## src/source/icache_pkg.sv

```systemverilog
package icache_pkg;

    // cache geometry
    localparam int WORD_W = 32;
    localparam int ADDR_W = 8;
    localparam int SETS = 4;
    localparam int WAYS = 2;
    localparam int LINE_WORDS = 4;
    localparam int BEAT_WORDS = 2;
    localparam int BEATS_PER_LINE = LINE_WORDS / BEAT_WORDS;

    // address field widths, word addressed
    localparam int OFS_W = $clog2(LINE_WORDS);
    localparam int IDX_W = $clog2(SETS);
    localparam int TAG_W = ADDR_W - IDX_W - OFS_W;
    localparam int WAY_W = $clog2(WAYS);
    // memory beat addressing
    localparam int BEAT_ADDR_W = ADDR_W - $clog2(BEAT_WORDS);
    localparam int BEAT_CNT_W = $clog2(BEATS_PER_LINE);

    typedef struct packed {
        logic [TAG_W-1:0] tag;
        logic [IDX_W-1:0] idx;
        logic [OFS_W-1:0] ofs;
    } fetch_addr_t;

    // word address without the offset within the line
    typedef struct packed {
        logic [TAG_W-1:0] tag;
        logic [IDX_W-1:0] idx;
    } line_addr_t;

    typedef logic [LINE_WORDS-1:0][WORD_W-1:0] line_data_t;
    typedef logic [BEAT_WORDS-1:0][WORD_W-1:0] beat_data_t;

    typedef struct packed {
        line_addr_t line;
    } refill_req_t;

    typedef struct packed {
        logic [BEAT_ADDR_W-1:0] beat;
    } mem_rd_t;

    typedef struct packed {
        logic [ADDR_W-1:0] addr;
        logic [WORD_W-1:0] data;
    } mem_wr_t;

    typedef enum logic [1:0] {IC_RESET, IC_READY, IC_MISS} icache_state_t;

endpackage

```

## src/source/icache_core.sv

```systemverilog
`timescale 1ns/1ps

module icache_core (
    input  logic                        clk,
    input  logic                        rst,
    input  logic                        core_req_valid,
    input  icache_pkg::fetch_addr_t     core_req,
    output logic                        core_req_ready,
    output logic                        core_rsp_valid,
    output logic [icache_pkg::WORD_W-1:0] core_rsp_data,
    output logic                        refill_valid,
    output icache_pkg::refill_req_t     refill_req,
    input  logic                        refill_ready,
    input  logic                        fill_valid,
    input  icache_pkg::line_data_t      fill_data
);
    import icache_pkg::*;

    // line arrays, indexed [way][set]
    logic               valid_arr [WAYS][SETS];
    logic [TAG_W-1:0]   tag_arr   [WAYS][SETS];
    line_data_t         data_arr  [WAYS][SETS];
    logic [WAY_W-1:0]   lru_arr   [WAYS][SETS];

    icache_state_t state, state_nx;

    logic               req_fire;
    logic               lookup_hit;
    logic [WAY_W-1:0]   lookup_way;
    logic [WAY_W-1:0]   victim_way;

    // request accepted in the previous cycle
    logic               req_valid_q;
    logic               hit_q;
    fetch_addr_t        req_q;
    logic [WAY_W-1:0]   way_q;

    // miss waiting for its line
    logic               pend_valid;
    fetch_addr_t        pend_addr;
    logic [WAY_W-1:0]   pend_way;

    logic               fill_take;
    logic               fill_done_q;
    logic               lru_upd;
    logic [IDX_W-1:0]   upd_idx;
    logic [WAY_W-1:0]   upd_way;
    logic [WAY_W-1:0]   rsp_way;

    assign req_fire = core_req_valid && core_req_ready;
    assign fill_take = (state == IC_MISS) && fill_valid;

    // tag search over all ways, victim is the way with the oldest counter
    always_comb begin
        lookup_hit = 1'b0;
        lookup_way = '0;
        victim_way = '0;
        for (int w = 0; w < WAYS; w++) begin
            if (valid_arr[w][core_req.idx] && (tag_arr[w][core_req.idx] == core_req.tag)) begin
                lookup_hit = 1'b1;
                lookup_way = WAY_W'(w);
            end
            if (lru_arr[w][core_req.idx] == WAY_W'(WAYS - 1)) begin
                victim_way = WAY_W'(w);
            end
        end
    end

    always_ff @(posedge clk) begin
        if (rst) begin
            req_valid_q <= 1'b0;
            hit_q <= 1'b0;
            fill_done_q <= 1'b0;
            pend_valid <= 1'b0;
        end else begin
            req_valid_q <= req_fire;
            hit_q <= lookup_hit;
            fill_done_q <= fill_take;
            if (req_fire && !lookup_hit) begin
                pend_valid <= 1'b1;
            end else if (fill_done_q) begin
                pend_valid <= 1'b0;
            end
        end
    end

    always_ff @(posedge clk) begin
        if (req_fire) begin
            req_q <= core_req;
            way_q <= lookup_way;
        end
        if (req_fire && !lookup_hit) begin
            pend_addr <= core_req;
            pend_way <= victim_way;
        end
    end

    // line fill
    always_ff @(posedge clk) begin
        if (rst) begin
            for (int w = 0; w < WAYS; w++) begin
                for (int s = 0; s < SETS; s++) begin
                    valid_arr[w][s] <= 1'b0;
                end
            end
        end else if (fill_take) begin
            valid_arr[pend_way][pend_addr.idx] <= 1'b1;
        end
    end

    always_ff @(posedge clk) begin
        if (fill_take) begin
            tag_arr[pend_way][pend_addr.idx] <= pend_addr.tag;
            data_arr[pend_way][pend_addr.idx] <= fill_data;
        end
    end

    // hits and fills never share a cycle, so one update port is enough
    assign lru_upd = (req_fire && lookup_hit) || fill_take;
    assign upd_idx = fill_take ? pend_addr.idx : core_req.idx;
    assign upd_way = fill_take ? pend_way : lookup_way;

    always_ff @(posedge clk) begin
        if (rst) begin
            for (int w = 0; w < WAYS; w++) begin
                for (int s = 0; s < SETS; s++) begin
                    lru_arr[w][s] <= WAY_W'(w);
                end
            end
        end else if (lru_upd) begin
            for (int w = 0; w < WAYS; w++) begin
                if (lru_arr[w][upd_idx] < lru_arr[upd_way][upd_idx]) begin
                    lru_arr[w][upd_idx] <= lru_arr[w][upd_idx] + 1'b1;
                end
            end
            lru_arr[upd_way][upd_idx] <= '0;
        end
    end

    always_ff @(posedge clk) begin
        if (rst) begin
            state <= IC_RESET;
        end else begin
            state <= state_nx;
        end
    end

    always_comb begin
        state_nx = state;
        case (state)
            IC_RESET: state_nx = IC_READY;
            IC_READY: begin
                if (refill_valid && refill_ready) begin
                    state_nx = IC_MISS;
                end
            end
            IC_MISS: begin
                if (fill_valid) begin
                    state_nx = IC_READY;
                end
            end
            default: state_nx = IC_RESET;
        endcase
    end

    // ready stays low from the miss until its response goes out
    assign core_req_ready = (state == IC_READY) && (!pend_valid || fill_done_q);
    assign refill_valid = (state == IC_READY) && pend_valid && !fill_done_q;
    assign refill_req = '{line: '{tag: pend_addr.tag, idx: pend_addr.idx}};

    // the missed request is still held in req_q, only its way comes from the fill
    assign rsp_way = fill_done_q ? pend_way : way_q;
    assign core_rsp_valid = fill_done_q || (req_valid_q && hit_q);
    assign core_rsp_data = data_arr[rsp_way][req_q.idx][req_q.ofs];

    a_no_rsp_in_miss: assert property (@(posedge clk) disable iff (rst)
        (state == IC_MISS) |-> !core_rsp_valid)
        else $error("response while waiting for a line");

    a_refill_has_pend: assert property (@(posedge clk) disable iff (rst)
        $rose(refill_valid) |-> $past(req_fire && !lookup_hit))
        else $error("refill request without a pending miss");

endmodule

```

## config.mk

```make
export PLATFORM = sky130hd
export DESIGN_NAME = icache_core
export DESIGN_NICKNAME = d
export VERILOG_FILES = /design/src/source/icache_pkg.sv /design/src/source/icache_core.sv
export SDC_FILE = /design/constraint.sdc
export NUM_CORES = 1
export LEC_CHECK = 0
export BUFFER_PORTS_ARGS = -buffer_cell sky130_fd_sc_hd__buf_4
export CAP_MARGIN = 20
export CELL_PAD_IN_SITES_DETAIL_PLACEMENT = 0
export CELL_PAD_IN_SITES_GLOBAL_PLACEMENT = 1
export CORE_UTILIZATION = 55
export CTS_CLUSTER_DIAMETER = 100
export DETAILED_ROUTE_END_ITERATION = 6
export PLACE_DENSITY_LB_ADDON = 0.1
export SYNTH_ARGS = -nofsm -noshare
export SYNTH_HDL_FRONTEND = slang
export SYNTH_SLANG_ARGS = --single-unit
```

## constraint.sdc

```tcl
create_clock -name clk -period 13.7 [get_ports clk]
set_input_delay 0.685 -clock clk [delete_from_list [all_inputs] [get_ports clk]]
set_output_delay 0.685 -clock clk [all_outputs]
set_load 0.1 [all_outputs]
```

==> metrics <==
Layout Nets 2,062; dpl cells 2,779; Synth Register Bits 1,090; Slew Limit Fails 0; critical path's top delay family buffers and inverters; top cells by count, synth 1,076 x edfxtp_1, 323 x mux4_2, 49 x buf_2; Yosys cell types 47; drt wl/cell 28.33 microns; H-tree depth 3; combinational share of power 5.4%; Req. time, crit path 13.02 ns; Crit path top cell by count buf_4; Post-route DRC 0; Net Sw Power between 1000 and 1500 uW; Fmax 172.9 MHz; DRT iter0 DRCs 1,302; Power per Cell Area roughly 140 nW/um^2; RSZ-0062 raised after global routing false; Post-synth top flop edfxtp_1; Sw Share approximately 20%; root buffer cell clkbuf_16; # fillers 4,978; Mapped Area 41,770 sq um; post-CTS setup-driven buffer insertion count 0; EDFF count, synth around 1,100; Tmin final 5.785 ns; Initial Util 55.83%; GRT Total Usage 22.59%; Die Footprint about 77,000 sq um; status finished clean; most frequent cell after synthesis edfxtp_1; chip width 277.6 microns; leakage 0.01522 uW; largest net degree at the start of global routing 155; relative slew slack between 20% and 30%; Clk pwr share 41.6%; setup violators final 0; PortBufs 181; first-pass GRT wire length 126,400 microns; Mapped Avg Cell Area 24.67 sq um; Final period util 42.23%; Detailed Place HPWL 42,190 microns; Layout Cells excl Fill 2,984; syn_nets 1,834; CTS Hold Buffers Added 0; CP Capture Type primary output; Clk pin slew, worst setup/hold paths 0.06 ns; post_cts resized 0; Max-Cap Viols 0; share of post-route cells with drive strength above 1 36.65%; initial antenna violation count 12; Synth Warn # 0; number of global-route vias before repair 19,710; Startpoint Class register; clk buf depth 3; Reg power frac a little over half; CTS buffer count 108; Seq/Total Area, Yosys between 70 and 80%; core area 74,820 sq um; total number of vias 18,260; Util after Layout 63.87%; setup TNS 0 ns; FFs w/ async S/R, synth 0%; critical path, cell by cell buf_4, buf_16, buf_4, buf_12, mux4_2, mux4_2, mux2_2, buf_4; DR pass1 iterations 5; largest cells by area after synthesis edfxtp_1 77%, mux4_2 17%, mux2_2 0.94%; total gr overflow 0; Buf+Inv Stages, Crit Path 5; WS Path Type reg -> out; Int Pwr 5504 uW; Max VDD drop between 0.1 and 0.15 mV; endpoints failing hold 0; Routed Antenna Nets 0; vias per cell between 6 and 7; Synth Instances around 1,700; I/O pin count 182; Skew-Pair Late Insertion Delay around 0.66 ns; Placer Congestion 0.7626; Die H 277.6 microns; Hold Path Class in -> reg; critical path arrival roughly 5 ns; WL final 84,530 microns; worst-margin pin slew 1.192 ns; crit-path max FO 126; clock sink count between 1,000 and 1,500; Rows 100; Synth-to-Final Area Change 14.40%; Crit path largest cell delay 0.83 ns; area leader, netlist edfxtp_1; top-area cell type share of the netlist area between 70 and 80%; CTS tree done; Setup Skew 0.01711 ns; highest-delay cell along the critical path buf_4
-- path summary, 6_finish.rpt --
check	from	endpoint	slack [ns]	depth (start not counted)
worst min register to register	lru_arr[0][0]$_SDFFE_PP0P_	lru_arr[1][0]$_SDFFE_PP0P_	0.54	2
worst min-delay path	core_req[0]	req_q[0]$_DFFE_PP_	0.20	1
worst max register to register	state[1]$_SDFFE_PP0P_	data_arr[1][401]$_DFFE_PP_	10.78	4
worst max-delay path	req_q[2]$_DFFE_PP_	core_rsp_data[30]	7.91	8
-- metrics by stage --
step	power (uW)	instance area, sq um	hold WS, ns	setup slack [ns]
2_1_floorplan	3984	41770	0.4855	2.317
3_3_place_gp	4111	44260	0.5054	8.046
3_5_place_dp	4118	44260	0.5242	8.088
4_1_cts	6989	47750	0.1638	7.373
5_1_grt	7128	47790	0.1725	7.480
6_report	6923	47790	0.2019	7.915
-- registers in the layout, summed over array words and instances, names as in the netlist --
register	cells
pend_way	1
state	2
way_q	1
fill_done_q	1
lru_arr	8
valid_arr	8
tag_arr	32
pend_valid	1
refill_req	6
hit_q	1
req_q	4
req_valid_q	1
data_arr	1024
-- power by group through the flow --
stage / registers [uW] / clock network [uW] / logic, uW
5_1_grt: 3670 / 3070 / 393
3_5_place_dp: 3740 / 0 / 377
2_1_floorplan: 3750 / 0 / 237
4_1_cts: 3670 / 2940 / 378
6_report: 3670 / 2880 / 372
3_3_place_gp: 3740 / 0 / 371
-- cell type report --
type                            count  area, sq um  area share (%)
Sequential cell                  1090        32590           68.20
Multi-Input combinational cell    512         8793           18.40
Clock buffer                      137         2894           6.056
Timing Repair Buffer              202         1662           3.477
Tap cell                          969         1212           2.537
Clock inverter                     63        599.3           1.254
Inverter                            7        26.28         0.05498
Antenna cell                        4        10.01         0.02095
-- layout by cell type, fill, tap and decap left out, types with 11 or more instances in the layout --
cell / instances
clkbuf_16: 110
buf_4: 191
dfxtp_1: 14
edfxtp_1: 1076
nor2_1: 18
mux4_2: 323
nor2b_1: 11
mux2i_1: 20
clkbuf_1: 23
mux2_2: 35
clkinv_1: 23
bufinv_16: 11
clkinv_2: 20
-- layer usage --
layer | part of all wire, % | GRT usage, %
met3 | 5.0 | 4.531
met5 | 0.086 | 0
met2 | 53 | 39.08
met4 | 1.9 | 5.766
met1 | 40 | 29.55
-- logic make-up after synthesis --
logic type | count (synthesis) | synth area share, %
compound gates | 40 | 0.6620
xor+xnor | 14 | 0.2935
buf+inv | 91 | 1.090
flops | 1090 | 78.02
mux | 381 | 18.95
simple gates | 77 | 0.9855
Note: power is estimated with default switching activity, not from simulation.
