$ cat src/source/icache_pkg.sv
package icache_pkg;

    // cache geometry
    localparam int WORD_W = 32;
    localparam int ADDR_W = 8;
    localparam int SETS = 4;
    localparam int WAYS = 2;
    localparam int LINE_WORDS = 4;
    localparam int BEAT_WORDS = 2;
    localparam int BEATS_PER_LINE = LINE_WORDS / BEAT_WORDS;

    // address field widths, word addressed
    localparam int OFS_W = $clog2(LINE_WORDS);
    localparam int IDX_W = $clog2(SETS);
    localparam int TAG_W = ADDR_W - IDX_W - OFS_W;
    localparam int WAY_W = $clog2(WAYS);
    // memory beat addressing
    localparam int BEAT_ADDR_W = ADDR_W - $clog2(BEAT_WORDS);
    localparam int BEAT_CNT_W = $clog2(BEATS_PER_LINE);

    typedef struct packed {
        logic [TAG_W-1:0] tag;
        logic [IDX_W-1:0] idx;
        logic [OFS_W-1:0] ofs;
    } fetch_addr_t;

    // word address without the offset within the line
    typedef struct packed {
        logic [TAG_W-1:0] tag;
        logic [IDX_W-1:0] idx;
    } line_addr_t;

    typedef logic [LINE_WORDS-1:0][WORD_W-1:0] line_data_t;
    typedef logic [BEAT_WORDS-1:0][WORD_W-1:0] beat_data_t;

    typedef struct packed {
        line_addr_t line;
    } refill_req_t;

    typedef struct packed {
        logic [BEAT_ADDR_W-1:0] beat;
    } mem_rd_t;

    typedef struct packed {
        logic [ADDR_W-1:0] addr;
        logic [WORD_W-1:0] data;
    } mem_wr_t;

    typedef enum logic [1:0] {IC_RESET, IC_READY, IC_MISS} icache_state_t;

endpackage

$ cat src/source/line_refill.sv
`timescale 1ns/1ps

module line_refill (
    input  logic                    clk,
    input  logic                    rst,
    input  logic                    refill_valid,
    input  icache_pkg::refill_req_t refill_req,
    output logic                    refill_ready,
    output logic                    mem_rd_valid,
    output icache_pkg::mem_rd_t     mem_rd,
    input  logic                    mem_rsp_valid,
    input  icache_pkg::beat_data_t  mem_rsp_data,
    output logic                    fill_valid,
    output icache_pkg::line_data_t  fill_data
);
    import icache_pkg::*;

    logic                  busy;
    logic                  rd_active;
    logic [BEAT_CNT_W-1:0] rd_cnt;
    logic [BEAT_CNT_W-1:0] rsp_cnt;
    line_addr_t            line_q;
    line_data_t            line_buf;
    logic                  accept;
    logic                  last_rsp;

    assign refill_ready = !busy;
    assign accept = refill_valid && refill_ready;
    assign last_rsp = mem_rsp_valid && (rsp_cnt == BEAT_CNT_W'(BEATS_PER_LINE - 1));

    always_ff @(posedge clk) begin
        if (rst) begin
            busy <= 1'b0;
            rd_active <= 1'b0;
            rd_cnt <= '0;
            rsp_cnt <= '0;
            fill_valid <= 1'b0;
        end else begin
            // busy until the assembled line has been handed over
            if (accept) begin
                busy <= 1'b1;
            end else if (fill_valid) begin
                busy <= 1'b0;
            end
            if (accept) begin
                rd_active <= 1'b1;
                rd_cnt <= '0;
            end else if (rd_active) begin
                rd_cnt <= rd_cnt + 1'b1;
                if (rd_cnt == BEAT_CNT_W'(BEATS_PER_LINE - 1)) begin
                    rd_active <= 1'b0;
                end
            end
            if (mem_rsp_valid) begin
                rsp_cnt <= rsp_cnt + 1'b1;
            end
            fill_valid <= last_rsp;
        end
    end

    always_ff @(posedge clk) begin
        if (accept) begin
            line_q <= refill_req.line;
        end
        if (mem_rsp_valid) begin
            line_buf[rsp_cnt * BEAT_WORDS +: BEAT_WORDS] <= mem_rsp_data;
        end
    end

    // beats of a line are contiguous and aligned
    assign mem_rd_valid = rd_active;
    assign mem_rd = '{beat: {line_q, rd_cnt}};
    assign fill_data = line_buf;

    a_rsp_while_busy: assert property (@(posedge clk) disable iff (rst)
        mem_rsp_valid |-> busy)
        else $error("memory beat with no refill in progress");

    a_fill_pulse: assert property (@(posedge clk) disable iff (rst)
        fill_valid |=> !fill_valid)
        else $error("fill_valid held longer than one cycle");

endmodule

$ cat config.mk
export PLATFORM = sky130hd
export DESIGN_NAME = line_refill
export DESIGN_NICKNAME = d
export VERILOG_FILES = /design/src/source/icache_pkg.sv /design/src/source/line_refill.sv
export SDC_FILE = /design/constraint.sdc
export NUM_CORES = 1
export LEC_CHECK = 0
export ABC_CLOCK_PERIOD_IN_PS = 6700
export BUFFER_PORTS_ARGS = -buffer_cell sky130_fd_sc_hd__buf_2
export CAP_MARGIN = 15
export CORE_MARGIN = 2
export CORE_UTILIZATION = 51
export DETAILED_ROUTE_END_ITERATION = 10
export PLACE_DENSITY = 0.9
export SLEW_MARGIN = 20
export SYNTH_ARGS = -nofsm -noshare
export SYNTH_HDL_FRONTEND = slang
export SYNTH_SLANG_ARGS = --single-unit
export TNS_END_PERCENT = 10
$ cat constraint.sdc
create_clock -name clk -period 6.7 [get_ports clk]
set_input_delay 1.005 -clock clk [delete_from_list [all_inputs] [get_ports clk]]
set_output_delay 1.005 -clock clk [all_outputs]
set_load 0.03 [all_outputs]
==> flow_summary.toml, run 1 <==
[sta]
hold_viol = 0
period_minus_slack_ns = 2.40
slew_viol_final = 0
setup_tns_ns = 0
finalClockSkew_ns = 0.00612
grt_setup_unrepaired = "false"
timing.final.ws_setup_ns = 4.30
max_slew.worst_pin.slew_ns = 0.791
report.final.setup_viol = 0
slew_headroom_pct = 47.2
finalCritPeriodShare_pct = 35.8
fmax_ghz = 0.417

[finish]
fin_nets = 587
multi_input_area_um2 = 888
stdcell_count = 659
drive_gt1_share_pct = 46.6
n_antenna_cell = 0
fillers = 670
stdcell_area_um2 = 6830
area_delta_synth_final_pct = 34.5
seqCellArea_um2 = 4130

[route]
drtIter0Drc = 88
wire_per_inst_um = 14.9
vias_per_cell = 4.64
drc = 0
drtPass1Iterations = 4
ant_nets = 0
dr_total_vias = 3056
drt-total-wl_um = 9790

[setup_path]
end_kind = "flip-flop"
cpPeakStageDelay_ns = 0.78
cp.required_ns = 6.85
arrival_ns = 2.55
slowest_stage = "and2_2"
setup.worst_path.start_class = "flip-flop"
crit_chain = "and2_2, buf_4"
cp.depth = 2
critPathKind = "reg -> reg"
crit_buf_inv = 1
worstPathMaxFanout = 63
r2r_cells = 2
crit_family = "simple AND/OR/NAND/NOR gates"

[global_routing]
grt_antenna_before_repair = 1
overflow = 0
grt.total_usage_pct = 19.0
grt_max_degree = 132
grt_pass1_vias = 3152
grt_pass1_wl_um = 15700

[power]
intPower_mw = 1.66
switching_power_uw = 531
power.total_mw = 2.19
seqPwrFrac_pct = 48.2
pwr-share-clk_pct = 39.5
ir_drop_mv = 0.175
p_per_area_nw_per_um2 = 320
p_leak_nw = 2.82
switching_share_pct = 24.3
combPwrFrac_pct = 12.3

[synth]
syn-cell-area_um2 = 5080
synth_fp_nets = 369
avgSynthCellArea_um2 = 17.2
synth.distinct_cells = 13
syn-instance-count = 295
yosysWarnings = 0
synth_seq_cells = 139
ys_seq_area_share_pct = 81.2

[floorplan]
core_um2 = 9730
ios = 212
chipWidth_um = 104
initial_core_util_pct = 52.2
dieArea_um2 = 10800
die_h_um = 104
fp-row-count = 36

[min_path]
hold_depth = 1
hp-class = "reg -> reg"

[clock_network]
cts_sinks = 139
cts_resized = 0
hold_buffers = 0
cts_buffers = 17
post_cts_buffers = 0
cts_tree = "yes"
cts_max_level = 4
max-clock-path-buffers = 2
cts_root_buf = "clkbuf_8"
cts.clk_slew.worst_paths_ns = 0.06
clk_latency_ns = 0.51

[outcome]
status = "finished clean"

[flow_run]
cap_viol_max_count = 0

[placed_design]
place_ws_ns = 3.84
port-buffer-count = 211
dpl-instance-area_um2 = 6260
dp_hpwl_um = 6840
dp_cells = 626
gp_congestion = 0.789
## through the flow
step	utilization, %	hold WS, ns
after floorplan	-	0.457
after global placement	64.3	0.431
after detailed placement	64.3	0.425
after CTS	70.0	0.436
after global routing	70.2	0.459
final	70.2	0.432
## path summary, 6_finish.rpt
path | start | endpoint | slack, ns
worst max-delay path | rsp_cnt$_SDFFE_PP0P_ | fill_data[111]$_DFFE_PP_ | 4.30
worst min-delay path | fill_valid$_SDFF_PP0_ | busy$_SDFFE_PP0P_ | 0.43
worst max register to register | rsp_cnt$_SDFFE_PP0P_ | fill_data[111]$_DFFE_PP_ | 4.30
worst min register to register | fill_valid$_SDFF_PP0_ | busy$_SDFFE_PP0P_ | 0.43
## cells by family (layout without fill, tap and decap cells)
group | count (synthesis) | in the layout | synth area share, %
AO/OA/AOI/OAI | 2 | 2 | 0.345
buffers and inverters | 16 | 247 | 1.53
XOR/XNOR | 2 | 2 | 0.345
AND/OR/NAND/NOR | 136 | 136 | 16.6
flip-flops | 139 | 139 | 81.2
## power groups by stage
stage | sequential (mW) | clock [mW] | combinational, mW
global placement | 1.08 | 0 | 0.254
global route | 1.06 | 0.914 | 0.288
floorplan | 1.18 | 0 | 0.0748
detailed placement | 1.08 | 0 | 0.261
CTS | 1.06 | 0.879 | 0.262
finish | 1.05 | 0.864 | 0.270
## metal layers
layer  global-route usage [%]  share of wire, %
met5                        0              0.12
met4                     9.85               2.6
met3                     7.36               8.6
met2                     30.5                50
met1                     22.1                38
## cell usage after synthesis
| master | instances | area share [%] |
|---|---|---|
| a211oi_1 | 1 | 0.15 |
| buf_2 | 11 | 1.1 |
| and2_1 | 65 | 8.0 |
| edfxtp_1 | 134 | 79 |
| nor3_1 | 1 | 0.098 |
| nor2_1 | 2 | 0.15 |
| buf_4 | 1 | 0.15 |
| xnor2_1 | 2 | 0.34 |
| inv_1 | 1 | 0.074 |
| nor2b_1 | 68 | 8.4 |
| dfxtp_1 | 5 | 2.0 |
| o21ba_2 | 1 | 0.20 |
| clkbuf_1 | 3 | 0.22 |
## placed cells by master (no fill, tap or decap), drive strengths merged, types with 2 or more instances in the layout
master and n:
edfxtp 134, buf 214, dfxtp 5, and2 65, xnor2 2, nor2b 68
clkinvlp 2, bufinv 2, nor2 2, clkinv 4, clkbuf 24
## area by class of cell
| class | count | share of cell area [%] |
|---|---|---|
| timing repair buffer | 214 | 16.0 |
| clock buffer | 24 | 6.74 |
| clock inverter | 8 | 1.39 |
| multi-input combinational | 140 | 13.0 |
| tap | 133 | 2.44 |
| sequential | 139 | 60.4 |
| inverter | 1 | 0.0549 |
## sequential cells by signal, indices dropped and copies added, names as in the netlist
name and count:
rd_cnt 1, mem_rd 6, mem_rd_valid 1, rsp_cnt 1, busy 1, fill_data 128
fill_valid 1
## worst reg2reg max path: cells and delay by family, from the launching register on
| family | cells | cell delay, ns |
|---|---|---|
| flops | 1 | 0.71 |
| buf+inv | 1 | 0.54 |
| simple gates | 1 | 0.78 |
No activity file was read; power rests on OpenSTA's default activity.
==> run 2: changes to the inputs <==
Settings changed: ABC_CLOCK_PERIOD_IN_PS 6700 to 1950, CORE_UTILIZATION 51 to 43, PLACE_DENSITY 0.9 to 0.82.
Clock period 6.7 ns to 1.95 ns, I/O delays scaled along.
==> run 2 against run 1 <==
Clock power rose to 3.7 times the previous value. Non-clock buffer count up 1. Power grew to 3.5 times the previous value. Fmax is 82% higher. Clock skew rose by 0.00095 ns. Routed wire length up 5.6%. Final cell count up 1.7%. Worst hold slack worse by 0.38 ns. First-iteration DRC count is 130% higher. Global-route usage decreased by 2.3 points. Critical endpoint is now fill_data[99]$_DFFE_PP_. Largest cell class unchanged. Largest power group unchanged.
==> flow_summary.toml, run 2 (same netlist as run 1, synthesis figures left out) <==
[route]
drt-total-wl_um = 10300
ant_nets = 0
vias_per_cell = 4.58
dr_total_vias = 3068
drc = 0
drtIter0Drc = 206
wire_per_inst_um = 15.4
drtPass1Iterations = 6

[clock_network]
cts_max_level = 4
cts_buffers = 17
hold_buffers = 0
cts_sinks = 139
cts_root_buf = "clkbuf_16"
post_cts_buffers = 0
clk_latency_ns = 0.42
cts_tree = "yes"
max-clock-path-buffers = 2
cts.clk_slew.worst_paths_ns = 0.06
cts_resized = 0

[placed_design]
port-buffer-count = 211
gp_congestion = 0.750
dp_cells = 638

[finish]
stdcell_count = 670
final_common_cell = "buf_2"
fin_nets = 588
n_antenna_cell = 0
largest_reg_flops = 128
final_cell_mix = "buf_2 (211), edfxtp_1 (134), nor2b_1 (67), and2_1 (64), clkbuf_16 (17)"
drive_gt1_share_pct = 47.1
area_delta_synth_final_pct = 35.7

[power]
p_per_area_nw_per_um2 = 1120
p_leak_nw = 2.84
ir_drop_mv = 0.868
power.total_mw = 7.71

[floorplan]
fp-row-count = 39
initial_core_util_pct = 44.3
dieArea_um2 = 12700
ios = 212
chipWidth_um = 113
core_um2 = 11500
die_h_um = 113

[global_routing]
grt_antenna_before_repair = 0
grt_pass1_wl_um = 15900
grt_max_degree = 130
busiest_layer = "met2"
grt_pass1_vias = 3156
grt.met3_usage_pct = 8.09
use_met1_pct = 17.7
grt.total_usage_pct = 16.7
grt_util_met2_pct = 27.1
overflow = 0

[setup_path]
cp.required_ns = 2.01
critPathKind = "reg -> reg"
setup.worst_path.start_class = "flip-flop"
arrival_ns = 1.37
worstPathMaxFanout = 35
end_kind = "flip-flop"

[outcome]
status = "finished clean"

[min_path]
hp-class = "in -> reg"

[sta]
report.final.setup_viol = 0
finalClockSkew_ns = 0.00707
grt_setup_unrepaired = "false"
period_minus_slack_ns = 1.31
whs_ns = 0.0514
finalCritPeriodShare_pct = 67.4
fmax_ghz = 0.761
slew_headroom_pct = 57.6
slew_viol_final = 0
max_slew.worst_pin.slew_ns = 0.635
hold_viol = 0

[flow_run]
cap_viol_max_count = 0
run 2: changes by cell type in the layout (fill, tap and decap cells not counted), sizes merged:
cell      delta
clkbuf       -6
bufinv       +1
clkinv       +4
buf          +1
clkinvlp     +1
run 2: path summary, 6_finish.rpt:
| kind | from | slack, ns | depth (start not counted) | endpoint |
|---|---|---|---|---|
| setup / recovery | rsp_cnt$_SDFFE_PP0P_ | 0.64 | 2 | fill_data[99]$_DFFE_PP_ |
| hold / removal | refill_req[1] | 0.05 | 1 | mem_rd[2]$_DFFE_PP_ |
| setup reg to reg | rsp_cnt$_SDFFE_PP0P_ | 0.64 | 2 | fill_data[99]$_DFFE_PP_ |
| hold reg to reg | fill_valid$_SDFF_PP0_ | 0.44 | 1 | busy$_SDFFE_PP0P_ |
run 2: metrics by stage:
stage          utilization, %  setup WS (ns)  setup TNS, ns  cell area [um2]
2_1_floorplan               -         -0.530         -34.34             5090
3_3_place_gp             55.0          0.627              0             6310
3_5_place_dp             55.0          0.567              0             6310
4_1_cts                  60.1          0.603              0             6890
5_1_grt                  60.1          0.587              0             6890
6_report                 60.1          0.635              0             6890
run 2: critical path: stages, from the launching register on:
cell	delay [ns]
dfxtp_4	0.38
and2_2	0.15
buf_4	0.39
run 2: routing by layer:
metal	wire [um]	vias to the layer above
met2	5150	145
li1	-	1469
met3	1060	25
met4	315	0
met1	3810	1429
met5	0	-
run 2: power breakdown:
group / switching (mW) / internal (mW) / total (mW)
Clock: 1.17 / 1.99 / 3.16
Sequential: 0.0554 / 3.53 / 3.59
Combinational: 0.679 / 0.289 / 0.968
Total: 1.90 / 5.81 / 7.71
run 2: area by class of cell:
type / instances / area [um2]
Clock inverter: 14 / 154
Timing Repair Buffer: 215 / 1110
Inverter: 1 / 3.75
Multi-Input combinational cell: 140 / 888
Fill cell: 889 / 4570
Sequential cell: 139 / 4130
Tap cell: 143 / 179
Clock buffer: 18 / 429
